[config.mk]
export PLATFORM = sky130hd
export DESIGN_NAME = cpu_control
export DESIGN_NICKNAME = d
export VERILOG_FILES = /design/src/verilog/cpu_control_pkg.sv /design/src/verilog/control_outputs.sv /design/src/verilog/cpu_control.sv /design/src/verilog/instr_decode.sv /design/src/verilog/micro_sequencer.sv
export VERILOG_INCLUDE_DIRS = /design/src /design/src/include
export SDC_FILE = /design/constraint.sdc
export NUM_CORES = 1
export LEC_CHECK = 0
export BUFFER_PORTS_ARGS = -buffer_cell sky130_fd_sc_hd__buf_2
export CAP_MARGIN = 20
export CORE_ASPECT_RATIO = 0.7
export CORE_MARGIN = 5
export CORE_UTILIZATION = 44
export CTS_CLUSTER_SIZE = 28
export DETAILED_ROUTE_END_ITERATION = 10
export GPL_TIMING_DRIVEN = 0
export PLACE_DENSITY_LB_ADDON = 0.15
export SETUP_SLACK_MARGIN = 0.3
export SKIP_LAST_GASP = 1
export SLEW_MARGIN = 25
export SYNTH_ARGS = -nofsm -noshare
export SYNTH_HDL_FRONTEND = slang
export SYNTH_SLANG_ARGS = --single-unit
export TNS_END_PERCENT = 10
[constraint.sdc]
create_clock -name clock -period 4 [get_ports clock]
set_clock_uncertainty 0.1 [all_clocks]
set_input_delay 0.8 -clock clock [delete_from_list [all_inputs] [get_ports clock]]
set_output_delay 0.8 -clock clock [all_outputs]
set_load 0.005 [all_outputs]
[src/include/cpu_control_settings.svh]
`ifndef CPU_CONTROL_SETTINGS_SVH
`define CPU_CONTROL_SETTINGS_SVH

`define CPU_IR_MODE_MSB 31
`define CPU_IR_MODE_LSB 29
`define CPU_IR_OP_MSB   28
`define CPU_IR_OP_LSB   21
`define CPU_IR_RA_MSB   20
`define CPU_IR_RA_LSB   16
`define CPU_IR_RB_MSB   15
`define CPU_IR_RB_LSB   11
`define CPU_IR_RC_MSB   10
`define CPU_IR_RC_LSB   6

`define CPU_MODE_REG    3'h0
`define CPU_MODE_REGIND 3'h1
`define CPU_MODE_IMM    3'h2

// register mode
`define CPU_OP_NOP      8'h00
`define CPU_OP_CMP      8'h02
`define CPU_OP_INC      8'h03
`define CPU_OP_DEC      8'h04
`define CPU_OP_MOV      8'h07
`define CPU_OP_COM      8'h08
`define CPU_OP_NEG      8'h09
`define CPU_OP_ALU      8'h20
`define CPU_OP_ALU_MASK 8'hf0

// immediate mode
`define CPU_OP_BRA      8'h00
`define CPU_OP_BEQ      8'h01
`define CPU_OP_BNE      8'h02
`define CPU_OP_BGTU     8'h03
`define CPU_OP_BGT      8'h04
`define CPU_OP_BGE      8'h05
`define CPU_OP_BLE      8'h06
`define CPU_OP_BLT      8'h07
`define CPU_OP_BGEU     8'h08
`define CPU_OP_BLTU     8'h09
`define CPU_OP_BLEU     8'h0a
`define CPU_OP_BRN      8'h0b
`define CPU_OP_LDIS     8'h0c
`define CPU_OP_LDIU     8'h0d

// register indirect mode
`define CPU_OP_ST_W     8'h00
`define CPU_OP_LD_W     8'h01
`define CPU_OP_ST_H     8'h02
`define CPU_OP_LD_H     8'h03
`define CPU_OP_ST_B     8'h04
`define CPU_OP_LD_B     8'h05
`define CPU_OP_LDA      8'h0a
`define CPU_OP_JMP      8'h0b

`define CPU_BE_WORD     4'b1111

`define CPU_ALU_ADD     3'h2
`define CPU_ALU_SUB     3'h3
`define CPU_ALU2_REG    3'h0
`define CPU_ALU2_IND    3'h1
`define CPU_ALU2_ONE    3'h2
`define CPU_REGSEL_ALU  3'h0
`define CPU_REGSEL_MDR  3'h1
`define CPU_REGSEL_NEG  3'h2
`define CPU_REGSEL_COM  3'h3
`define CPU_REGSEL_RB   3'h4
`define CPU_REGSEL_IMMS 3'h5
`define CPU_REGSEL_IMMU 3'h6
`define CPU_MDR_HOLD    3'h0
`define CPU_MDR_BUS     3'h1
`define CPU_MDR_RA      3'h3
`define CPU_MAR_HOLD    2'h0
`define CPU_MAR_ALU     2'h2
`define CPU_PC_HOLD     3'h0
`define CPU_PC_ADVANCE  3'h1
`define CPU_PC_REL      3'h3
`define CPU_PC_ALU      3'h4
`define CPU_REG_WR_NONE 2'b00
`define CPU_REG_WR_WORD 2'b11

`endif

[src/verilog/cpu_control_pkg.sv]
package cpu_control_pkg;

  typedef logic [31:0] instr_t;
  typedef logic [3:0]  ccr_t;        // carry, negative, overflow, zero
  typedef logic [4:0]  reg_addr_t;
  typedef logic [2:0]  step_t;
  typedef logic [2:0]  alu_func_t;
  typedef logic [2:0]  alu2_sel_t;
  typedef logic [2:0]  reg_sel_t;
  typedef logic [2:0]  mdr_sel_t;
  typedef logic [1:0]  mar_sel_t;
  typedef logic [2:0]  pc_sel_t;
  typedef logic [1:0]  reg_write_t;  // none or full word
  typedef logic [3:0]  byte_en_t;
  typedef logic [1:0]  bus_align_t;

  typedef enum logic [1:0] {
    ph_reset,
    ph_fetch,
    ph_execute,
    ph_fault
  } phase_t;

  // one class per kept instruction or instruction group
  typedef enum logic [4:0] {
    op_nop,
    op_cmp,
    op_inc,
    op_dec,
    op_mov,
    op_com,
    op_neg,
    op_alu,
    op_branch,
    op_ldis,
    op_ldiu,
    op_lda,
    op_jmp,
    op_load_word,
    op_load_half,
    op_load_byte,
    op_store_word,
    op_store_half,
    op_store_byte,
    op_illegal
  } op_class_t;

endpackage

[src/verilog/control_outputs.sv]
`timescale 1ns/100ps
`include "cpu_control_settings.svh"

module control_outputs (
  input  cpu_control_pkg::phase_t     phase,
  input  cpu_control_pkg::step_t      step,
  input  cpu_control_pkg::op_class_t  op_class,
  input  cpu_control_pkg::alu_func_t  alu_op,
  input  cpu_control_pkg::reg_addr_t  ra,
  input  cpu_control_pkg::reg_addr_t  rb,
  input  cpu_control_pkg::reg_addr_t  rc,
  input  logic                        branch_taken,
  input  cpu_control_pkg::bus_align_t bus_align,
  output logic                        ir_write,
  output logic                        ccr_write,
  output cpu_control_pkg::alu_func_t  alu_func,
  output cpu_control_pkg::alu2_sel_t  alu2sel,
  output cpu_control_pkg::reg_sel_t   regsel,
  output cpu_control_pkg::reg_addr_t  reg_read_addr1,
  output cpu_control_pkg::reg_addr_t  reg_read_addr2,
  output cpu_control_pkg::reg_addr_t  reg_write_addr,
  output cpu_control_pkg::reg_write_t reg_write,
  output cpu_control_pkg::mdr_sel_t   mdrsel,
  output cpu_control_pkg::mar_sel_t   marsel,
  output cpu_control_pkg::pc_sel_t    pcsel,
  output logic                        addrsel,
  output logic                        bus_read,
  output logic                        bus_write,
  output cpu_control_pkg::byte_en_t   byteenable,
  output logic                        bus_access,
  output logic                        last_step
);

  cpu_control_pkg::byte_en_t lane_mask;
  logic                      is_load;

  assign is_load = (op_class == cpu_control_pkg::op_load_word) ||
                   (op_class == cpu_control_pkg::op_load_half) ||
                   (op_class == cpu_control_pkg::op_load_byte);

  // lanes are numbered big endian from address 0
  always_comb begin
    case (op_class)
      cpu_control_pkg::op_load_byte,
      cpu_control_pkg::op_store_byte: lane_mask = 4'b1000 >> bus_align;
      cpu_control_pkg::op_load_half,
      cpu_control_pkg::op_store_half: lane_mask = bus_align[1] ? 4'b0011 : 4'b1100;
      default:                        lane_mask = `CPU_BE_WORD;
    endcase
  end

  always_comb begin
    ir_write       = 1'b0;
    ccr_write      = 1'b0;
    alu_func       = `CPU_ALU_ADD;
    alu2sel        = `CPU_ALU2_REG;
    regsel         = `CPU_REGSEL_ALU;
    reg_read_addr1 = ra;
    reg_read_addr2 = rb;
    reg_write_addr = ra;
    reg_write      = `CPU_REG_WR_NONE;
    mdrsel         = `CPU_MDR_HOLD;
    marsel         = `CPU_MAR_HOLD;
    pcsel          = `CPU_PC_HOLD;
    addrsel        = 1'b0;  // address from pc
    bus_read       = 1'b0;
    bus_write      = 1'b0;
    byteenable     = `CPU_BE_WORD;
    bus_access     = 1'b0;
    last_step      = 1'b0;
    if (phase == cpu_control_pkg::ph_fetch) begin
      case (step)
        3'h0: begin
          bus_read   = 1'b1;
          bus_access = 1'b1;  // wait for the bus here
        end
        3'h1: begin
          bus_read = 1'b1;
          ir_write = 1'b1;    // latch instruction
        end
        default: begin
          pcsel     = `CPU_PC_ADVANCE;
          last_step = 1'b1;
        end
      endcase
    end else if (phase == cpu_control_pkg::ph_execute) begin
      case (op_class)
        cpu_control_pkg::op_nop: last_step = 1'b1;
        cpu_control_pkg::op_cmp: begin
          alu_func  = `CPU_ALU_SUB;
          ccr_write = 1'b1;
          last_step = 1'b1;
        end
        cpu_control_pkg::op_inc,
        cpu_control_pkg::op_dec: begin
          if (step == 3'h0) begin
            alu2sel = `CPU_ALU2_ONE;  // ra +/- 1
            if (op_class == cpu_control_pkg::op_dec)
              alu_func = `CPU_ALU_SUB;
          end else begin
            reg_write = `CPU_REG_WR_WORD;
            last_step = 1'b1;
          end
        end
        cpu_control_pkg::op_mov,
        cpu_control_pkg::op_com,
        cpu_control_pkg::op_neg,
        cpu_control_pkg::op_ldis,
        cpu_control_pkg::op_ldiu: begin
          case (op_class)
            cpu_control_pkg::op_mov:  regsel = `CPU_REGSEL_RB;
            cpu_control_pkg::op_com:  regsel = `CPU_REGSEL_COM;
            cpu_control_pkg::op_neg:  regsel = `CPU_REGSEL_NEG;
            cpu_control_pkg::op_ldis: regsel = `CPU_REGSEL_IMMS;
            default:                  regsel = `CPU_REGSEL_IMMU;
          endcase
          reg_write = `CPU_REG_WR_WORD;
          last_step = 1'b1;
        end
        cpu_control_pkg::op_alu: begin
          alu_func       = alu_op;
          reg_read_addr1 = rb;
          reg_read_addr2 = rc;
          if (step != 3'h0) begin
            reg_write = `CPU_REG_WR_WORD;
            last_step = 1'b1;
          end
        end
        cpu_control_pkg::op_branch: begin
          if (branch_taken)
            pcsel = `CPU_PC_REL;
          last_step = 1'b1;
        end
        cpu_control_pkg::op_lda,
        cpu_control_pkg::op_jmp: begin
          if (step == 3'h0) begin
            reg_read_addr1 = rb;
            alu2sel        = `CPU_ALU2_IND;  // rb + offset
          end else begin
            if (op_class == cpu_control_pkg::op_jmp)
              pcsel = `CPU_PC_ALU;
            else
              reg_write = `CPU_REG_WR_WORD;
            last_step = 1'b1;
          end
        end
        cpu_control_pkg::op_load_word,
        cpu_control_pkg::op_load_half,
        cpu_control_pkg::op_load_byte,
        cpu_control_pkg::op_store_word,
        cpu_control_pkg::op_store_half,
        cpu_control_pkg::op_store_byte: begin
          addrsel = 1'b1;  // address from mar
          case (step)
            3'h0: begin
              reg_read_addr1 = rb;
              alu2sel        = `CPU_ALU2_IND;
            end
            3'h1: marsel = `CPU_MAR_ALU;
            3'h2: begin
              bus_read   = is_load;
              bus_write  = ~is_load;
              mdrsel     = is_load ? `CPU_MDR_BUS : `CPU_MDR_RA;
              byteenable = lane_mask;
              bus_access = 1'b1;
            end
            default: begin
              if (is_load) begin
                regsel    = `CPU_REGSEL_MDR;
                reg_write = `CPU_REG_WR_WORD;
              end
              last_step = 1'b1;
            end
          endcase
        end
        default: last_step = 1'b0;  // illegal, sequencer goes to fault
      endcase
    end
  end

endmodule

[src/verilog/cpu_control.sv]
`timescale 1ns/100ps

module cpu_control (
  input  logic                        clock,
  input  logic                        reset_n,
  input  cpu_control_pkg::instr_t     ir,
  input  cpu_control_pkg::ccr_t       ccr,
  input  logic                        bus_wait,
  input  cpu_control_pkg::bus_align_t bus_align,
  output logic                        ir_write,
  output logic                        ccr_write,
  output cpu_control_pkg::alu_func_t  alu_func,
  output cpu_control_pkg::alu2_sel_t  alu2sel,
  output cpu_control_pkg::reg_sel_t   regsel,
  output cpu_control_pkg::reg_addr_t  reg_read_addr1,
  output cpu_control_pkg::reg_addr_t  reg_read_addr2,
  output cpu_control_pkg::reg_addr_t  reg_write_addr,
  output cpu_control_pkg::reg_write_t reg_write,
  output cpu_control_pkg::mdr_sel_t   mdrsel,
  output cpu_control_pkg::mar_sel_t   marsel,
  output cpu_control_pkg::pc_sel_t    pcsel,
  output logic                        addrsel,
  output logic                        bus_read,
  output logic                        bus_write,
  output cpu_control_pkg::byte_en_t   byteenable
);

  cpu_control_pkg::op_class_t op_class;
  cpu_control_pkg::alu_func_t alu_op;
  cpu_control_pkg::reg_addr_t ra;
  cpu_control_pkg::reg_addr_t rb;
  cpu_control_pkg::reg_addr_t rc;
  logic                       branch_taken;
  cpu_control_pkg::phase_t    phase;
  cpu_control_pkg::step_t     step;
  logic                       bus_access;
  logic                       last_step;

  instr_decode instr_decode_inst (
    .ir           (ir),
    .ccr          (ccr),
    .op_class     (op_class),
    .alu_op       (alu_op),
    .ra           (ra),
    .rb           (rb),
    .rc           (rc),
    .branch_taken (branch_taken)
  );

  micro_sequencer micro_sequencer_inst (
    .clock      (clock),
    .reset_n    (reset_n),
    .op_class   (op_class),
    .bus_wait   (bus_wait),
    .bus_access (bus_access),
    .last_step  (last_step),
    .phase      (phase),
    .step       (step)
  );

  control_outputs control_outputs_inst (
    .phase          (phase),
    .step           (step),
    .op_class       (op_class),
    .alu_op         (alu_op),
    .ra             (ra),
    .rb             (rb),
    .rc             (rc),
    .branch_taken   (branch_taken),
    .bus_align      (bus_align),
    .ir_write       (ir_write),
    .ccr_write      (ccr_write),
    .alu_func       (alu_func),
    .alu2sel        (alu2sel),
    .regsel         (regsel),
    .reg_read_addr1 (reg_read_addr1),
    .reg_read_addr2 (reg_read_addr2),
    .reg_write_addr (reg_write_addr),
    .reg_write      (reg_write),
    .mdrsel         (mdrsel),
    .marsel         (marsel),
    .pcsel          (pcsel),
    .addrsel        (addrsel),
    .bus_read       (bus_read),
    .bus_write      (bus_write),
    .byteenable     (byteenable),
    .bus_access     (bus_access),
    .last_step      (last_step)
  );

endmodule

[src/verilog/instr_decode.sv]
`timescale 1ns/100ps
`include "cpu_control_settings.svh"

module instr_decode (
  input  cpu_control_pkg::instr_t    ir,
  input  cpu_control_pkg::ccr_t      ccr,
  output cpu_control_pkg::op_class_t op_class,
  output cpu_control_pkg::alu_func_t alu_op,
  output cpu_control_pkg::reg_addr_t ra,
  output cpu_control_pkg::reg_addr_t rb,
  output cpu_control_pkg::reg_addr_t rc,
  output logic                       branch_taken
);

  logic [2:0] mode;
  logic [7:0] op;
  logic       carry;
  logic       negative;
  logic       overflow;
  logic       zero;
  logic       signed_lt;

  assign mode = ir[`CPU_IR_MODE_MSB:`CPU_IR_MODE_LSB];
  assign op   = ir[`CPU_IR_OP_MSB:`CPU_IR_OP_LSB];
  assign ra   = ir[`CPU_IR_RA_MSB:`CPU_IR_RA_LSB];
  assign rb   = ir[`CPU_IR_RB_MSB:`CPU_IR_RB_LSB];
  assign rc   = ir[`CPU_IR_RC_MSB:`CPU_IR_RC_LSB];

  assign alu_op = op[2:0];  // alu group function in low opcode bits

  assign {carry, negative, overflow, zero} = ccr;
  assign signed_lt = negative ^ overflow;

  always_comb begin
    op_class = cpu_control_pkg::op_illegal;  // anything unmatched faults
    case (mode)
      `CPU_MODE_REG: begin
        case (op)
          `CPU_OP_NOP: op_class = cpu_control_pkg::op_nop;
          `CPU_OP_CMP: op_class = cpu_control_pkg::op_cmp;
          `CPU_OP_INC: op_class = cpu_control_pkg::op_inc;
          `CPU_OP_DEC: op_class = cpu_control_pkg::op_dec;
          `CPU_OP_MOV: op_class = cpu_control_pkg::op_mov;
          `CPU_OP_COM: op_class = cpu_control_pkg::op_com;
          `CPU_OP_NEG: op_class = cpu_control_pkg::op_neg;
          default: begin
            if ((op & `CPU_OP_ALU_MASK) == `CPU_OP_ALU)
              op_class = cpu_control_pkg::op_alu;
          end
        endcase
      end
      `CPU_MODE_IMM: begin
        if (op == `CPU_OP_LDIS)
          op_class = cpu_control_pkg::op_ldis;
        else if (op == `CPU_OP_LDIU)
          op_class = cpu_control_pkg::op_ldiu;
        else if (op <= `CPU_OP_BRN)
          op_class = cpu_control_pkg::op_branch;  // bra through brn
      end
      `CPU_MODE_REGIND: begin
        case (op)
          `CPU_OP_LD_W: op_class = cpu_control_pkg::op_load_word;
          `CPU_OP_LD_H: op_class = cpu_control_pkg::op_load_half;
          `CPU_OP_LD_B: op_class = cpu_control_pkg::op_load_byte;
          `CPU_OP_ST_W: op_class = cpu_control_pkg::op_store_word;
          `CPU_OP_ST_H: op_class = cpu_control_pkg::op_store_half;
          `CPU_OP_ST_B: op_class = cpu_control_pkg::op_store_byte;
          `CPU_OP_LDA:  op_class = cpu_control_pkg::op_lda;
          `CPU_OP_JMP:  op_class = cpu_control_pkg::op_jmp;
          default:      op_class = cpu_control_pkg::op_illegal;
        endcase
      end
      default: op_class = cpu_control_pkg::op_illegal;
    endcase
  end

  // condition table, only looked at for the branch class
  always_comb begin
    case (op)
      `CPU_OP_BRA:  branch_taken = 1'b1;
      `CPU_OP_BEQ:  branch_taken = zero;
      `CPU_OP_BNE:  branch_taken = ~zero;
      `CPU_OP_BGTU: branch_taken = ~(zero | carry);
      `CPU_OP_BGT:  branch_taken = ~(zero | signed_lt);
      `CPU_OP_BGE:  branch_taken = ~signed_lt;
      `CPU_OP_BLE:  branch_taken = zero | signed_lt;
      `CPU_OP_BLT:  branch_taken = signed_lt;
      `CPU_OP_BGEU: branch_taken = ~carry;
      `CPU_OP_BLTU: branch_taken = carry;
      `CPU_OP_BLEU: branch_taken = carry | zero;
      default:      branch_taken = 1'b0;  // brn and non-branches
    endcase
  end

endmodule

[src/verilog/micro_sequencer.sv]
`timescale 1ns/100ps

module micro_sequencer (
  input  logic                       clock,
  input  logic                       reset_n,
  input  cpu_control_pkg::op_class_t op_class,
  input  logic                       bus_wait,
  input  logic                       bus_access,
  input  logic                       last_step,
  output cpu_control_pkg::phase_t    phase,
  output cpu_control_pkg::step_t     step
);

  cpu_control_pkg::phase_t phase_next;
  cpu_control_pkg::step_t  step_next;
  logic                    stall;
  logic                    illegal_start;

  // a pending bus access stretches the current step
  assign stall = bus_access && bus_wait;

  assign illegal_start = (phase == cpu_control_pkg::ph_execute) && (step == '0) &&
                         (op_class == cpu_control_pkg::op_illegal);

  always_comb begin
    phase_next = phase;
    step_next  = step;
    case (phase)
      cpu_control_pkg::ph_reset: begin
        phase_next = cpu_control_pkg::ph_fetch;  // one idle cycle after reset
        step_next  = '0;
      end
      cpu_control_pkg::ph_fetch,
      cpu_control_pkg::ph_execute: begin
        if (illegal_start) begin
          phase_next = cpu_control_pkg::ph_fault;
          step_next  = '0;
        end else if (!stall) begin
          if (last_step) begin
            step_next = '0;
            if (phase == cpu_control_pkg::ph_fetch)
              phase_next = cpu_control_pkg::ph_execute;
            else
              phase_next = cpu_control_pkg::ph_fetch;
          end else begin
            step_next = step + 1'b1;
          end
        end
      end
      cpu_control_pkg::ph_fault: begin
        phase_next = cpu_control_pkg::ph_fault;  // only reset leaves fault
        step_next  = '0;
      end
      default: begin
        phase_next = cpu_control_pkg::ph_fault;
        step_next  = '0;
      end
    endcase
  end

  always_ff @(posedge clock or negedge reset_n) begin
    if (!reset_n) begin
      phase <= cpu_control_pkg::ph_reset;
      step  <= '0;
    end else begin
      phase <= phase_next;
      step  <= step_next;
    end
  end

endmodule
==> summary.md <==
| Metric | Value |
|---|---|
| CP Data Arrival Time | 3440 ps |
| Ys flop type | dfrtp_1 |
| EDFF count, synth | 0 |
| Total GRT Usage | 22.0% |
| H-tree levels | 1 |
| Power Density | 233 nW/um^2 |
| Ports | 84 |
| Top-count cell post-synth | nor2_1 |
| Fmax | 230 MHz |
| Synth top area cells | ha_1 9.0%, dfrtp_1 6.9%, mux2_2 6.8%, buf_4 5.0%, o21ai_0 4.1% |
| Reg2Reg Capture Point | micro_sequencer_inst.step[1]$_DFFE_PN0P_ |
| Post-CTS Hold Fix Bufs | 0 |
| Reg area | 125 um^2 |
| First-pass GRT wire length | 10000 um |
| # Max-Cap Violations | 0 |
| Power share of the sequential group | 12.7% |
| Placed Cells | 377 |
| Critical Path End | reg_write[1] |
| Pwr Total | 0.686 mW |
| Initial DRC count | 265 |
| Fin cells | 415 |
| Reg2Reg Setup Slack | 1110 ps |
| Routability cong. | 0.903 |
| Diode count | 0 |
| Worst-Margin Slew | 730 ps |
| Mapped Area | 1820 um^2 |
| DRT met1 WL | 3120 um |
| Post-synth top cells | 19 x nor2_1, 18 x nand2_1, 15 x o21ai_0 |
| Async set or reset register ratio after synthesis | 100% |
| Final Hold Fails | 0 |
| Maximum buffer depth of the clock tree | 2 |
| Fillers | 270 |
| WP data required | 3100 ps |
| DRT Pass-1 Iters | 5 |
| Combinational power share | 73.2% |
| Setup WS post-layout | -341 ps |
| Distinct cells, synth | 64 |
| Num CTS Buffers | 3 |
| Pint | 0.348 mW |
| Clock slew at reported path FFs | 40 ps |
| Sw power | 0.338 mW |
| Detail Route Antenna Nets | 0 |
| Critical path launch point type | input port |
| CTS Root Buffer Type | clkbuf_8 |
| Mapped Cells | 251 |
| Yosys Warn Count | 0 |
| Number of global-route vias before repair | 2129 |
| Largest net degree at the start of global routing | 11 |
| DP HPWL | 4640 um |
| Final net count | 418 |
| Share of the synthesized area in the top cell type | 8.96% |
| Sw Share | 49.2% |
| Die ar. | 5530 um^2 |
| Core box area | 3950 um^2 |
| DRT Wirelength | 7440 um |
| Seq/Total Area, Yosys | 6.89% |
| Slew margin rel. | 51.0% |
| Die height | 63.7 um |
| Final period util | 109% |
| Period minus WS final | 4340 ps |
| Wire length on met3 | 941 um |
| DR WL met2 | 3090 um |
| Drt via density | 6.20 |
| Footprint of the multi-input gates | 1780 um^2 |
| DRC viols | 0 |
| Reg2reg start | micro_sequencer_inst.phase[1]$_DFFE_PN0P_ |
| Worst Reg-to-Reg Cells | 10 |
| Post-synth top area cell | ha_1 |
| Peak VDD IR | 0.299 mV |
| CP Max Fanout | 6 |
| Violated checks | negative setup slack |
| Clock latency on the worst-skew pair | 230 ps |
| Fraction of layout cells with a size suffix above 1 | 51.2% |
| Worst Hold Class | input port to async pin |
| Port Buffer Count | 72 |
| Final Util | 74.5% |
| Critical Path Source | ir[25] |
| Initial antenna violation count | 0 |
| Layout overhead on the synthesized area | 62.0% |
| Vias | 2574 |
| Critical setup path kind | input port to output pin |
| Final setup viols | 27 |
| Leak Pwr | 1.36 nW |
| Avg WL per Cell | 17.9 um |
| Slew Limit Fails | 0 |
| RSZ-0062 raised after global routing | true |
| Synthesis-stage register bit count | 5 |
| Outcome | finished, violations left |
| Total grt overflow | 0 |
| Row cnt | 19 |
| Die W | 86.8 um |
| Crit. End Element | output pin |
| Clock Power Share | 14.1% |
| Mean Syn Cell Area | 7.23 um^2 |
| Top sig layer | met4 |
| CTS tree | built |
| Starting Density | 46.0% |
| CTS sink cnt | 5 |
cell type report:
class | count | area share (%)
well taps | 52 | 2.21
plain buffers | 23 | 6.04
multi-input cells | 213 | 60.6
inverters | 12 | 1.79
clock buffers | 4 | 1.53
repair buffers | 106 | 23.6
flip-flops and latches | 5 | 4.26
power groups by stage:
stage	Clock [mW]	Combinational [mW]	Sequential (mW)
after floorplan	0	0.294	0.0831
after global placement	0	0.398	0.0864
after detailed placement	0	0.405	0.0867
after CTS	0.0961	0.437	0.0868
after global routing	0.101	0.550	0.0897
final	0.0966	0.502	0.0875
metal layers:
layer,vias to the layer above,GRT usage [%]
met5,-,0
li1,1151,-
met3,38,4.49
met1,1163,32.0
met2,222,34.9
met4,0,1.56
sequential cells by signal, indices dropped and copies added (netlist names):
name	cells
micro_sequencer_inst.phase	2
micro_sequencer_inst.step	3
cells by family (layout without fill, tap and decap cells):
| logic type | Yosys count | after routing | synth area share [%] |
|---|---|---|---|
| AOI/OAI and AO/OA | 72 | 72 | 29.3 |
| xor gates and xnor gates | 2 | 2 | 0.965 |
| adders and majority gates | 14 | 14 | 9.51 |
| buffers and inverters | 35 | 145 | 9.92 |
| DFF | 5 | 5 | 6.89 |
| muxes | 15 | 15 | 9.03 |
| other | 1 | 3 | 0.207 |
| and+or+nand+nor | 107 | 107 | 34.2 |
critical path, stage by stage:
cell and delay [ps]:
buf_8 90, or4_4 560, a311o_1 290, o22a_2 210, buf_4 140, or2_4 260
o311ai_4 420, nor2_2 110, a21oi_1 180, a21oi_2 90, buf_4 160, buf_2 110
cells in the final DEF, fill, tap and decap left out, types with 4 or more instances in the layout:
cell      count
a31oi_1       4
nor2_1       16
mux2i_1       4
nand2b_1      6
buf_2        65
buf_4        45
mux2_2        4
a21oi_1       8
buf_6         8
mux2_4        7
nand2_1      17
and2_1        4
buf_8         5
nor3_1        8
o211ai_1      6
clkbuf_1      4
nand3_1       5
ha_1         10
nor2b_1       9
o21ai_0      13
inv_1        10
dfrtp_1       5
and3b_1       5
per-stage QoR:
stage	hold WS [ps]	area [um^2]	setup slack [ps]	setup TNS, ps
floorplan	400	1830	21.7	0
global placement	442	2260	-689	-15730
detailed placement	456	2260	-739	-16450
CTS	286	2660	-317	-5100
global route	294	2940	-390	-7570
finish	285	2940	-341	-5340
how the worst min path moves through the flow:
stage	to	slack [ps]	cells after the start
detailed placement	micro_sequencer_inst.phase[1]$_DFFE_PN0P_	460	2
global route	micro_sequencer_inst.step[0]$_DFFE_PN0P_	290	1
floorplan	micro_sequencer_inst.phase[0]$_DFFE_PN0P_	400	0
CTS	micro_sequencer_inst.step[2]$_DFFE_PN0P_	290	1
finish	micro_sequencer_inst.step[2]$_DFFE_PN0P_	280	1
global placement	micro_sequencer_inst.phase[1]$_DFFE_PN0P_	440	2
repair_timing:
item                                    CTS  global route
pin swaps                                19            16
gates cloned                              0             0
gates resized for setup                  52            44
endpoints found under the hold margin     0             0
setup buffers                            16            18
endpoints found under the setup margin   39            39
Note: power is estimated with default switching activity, not from simulation.
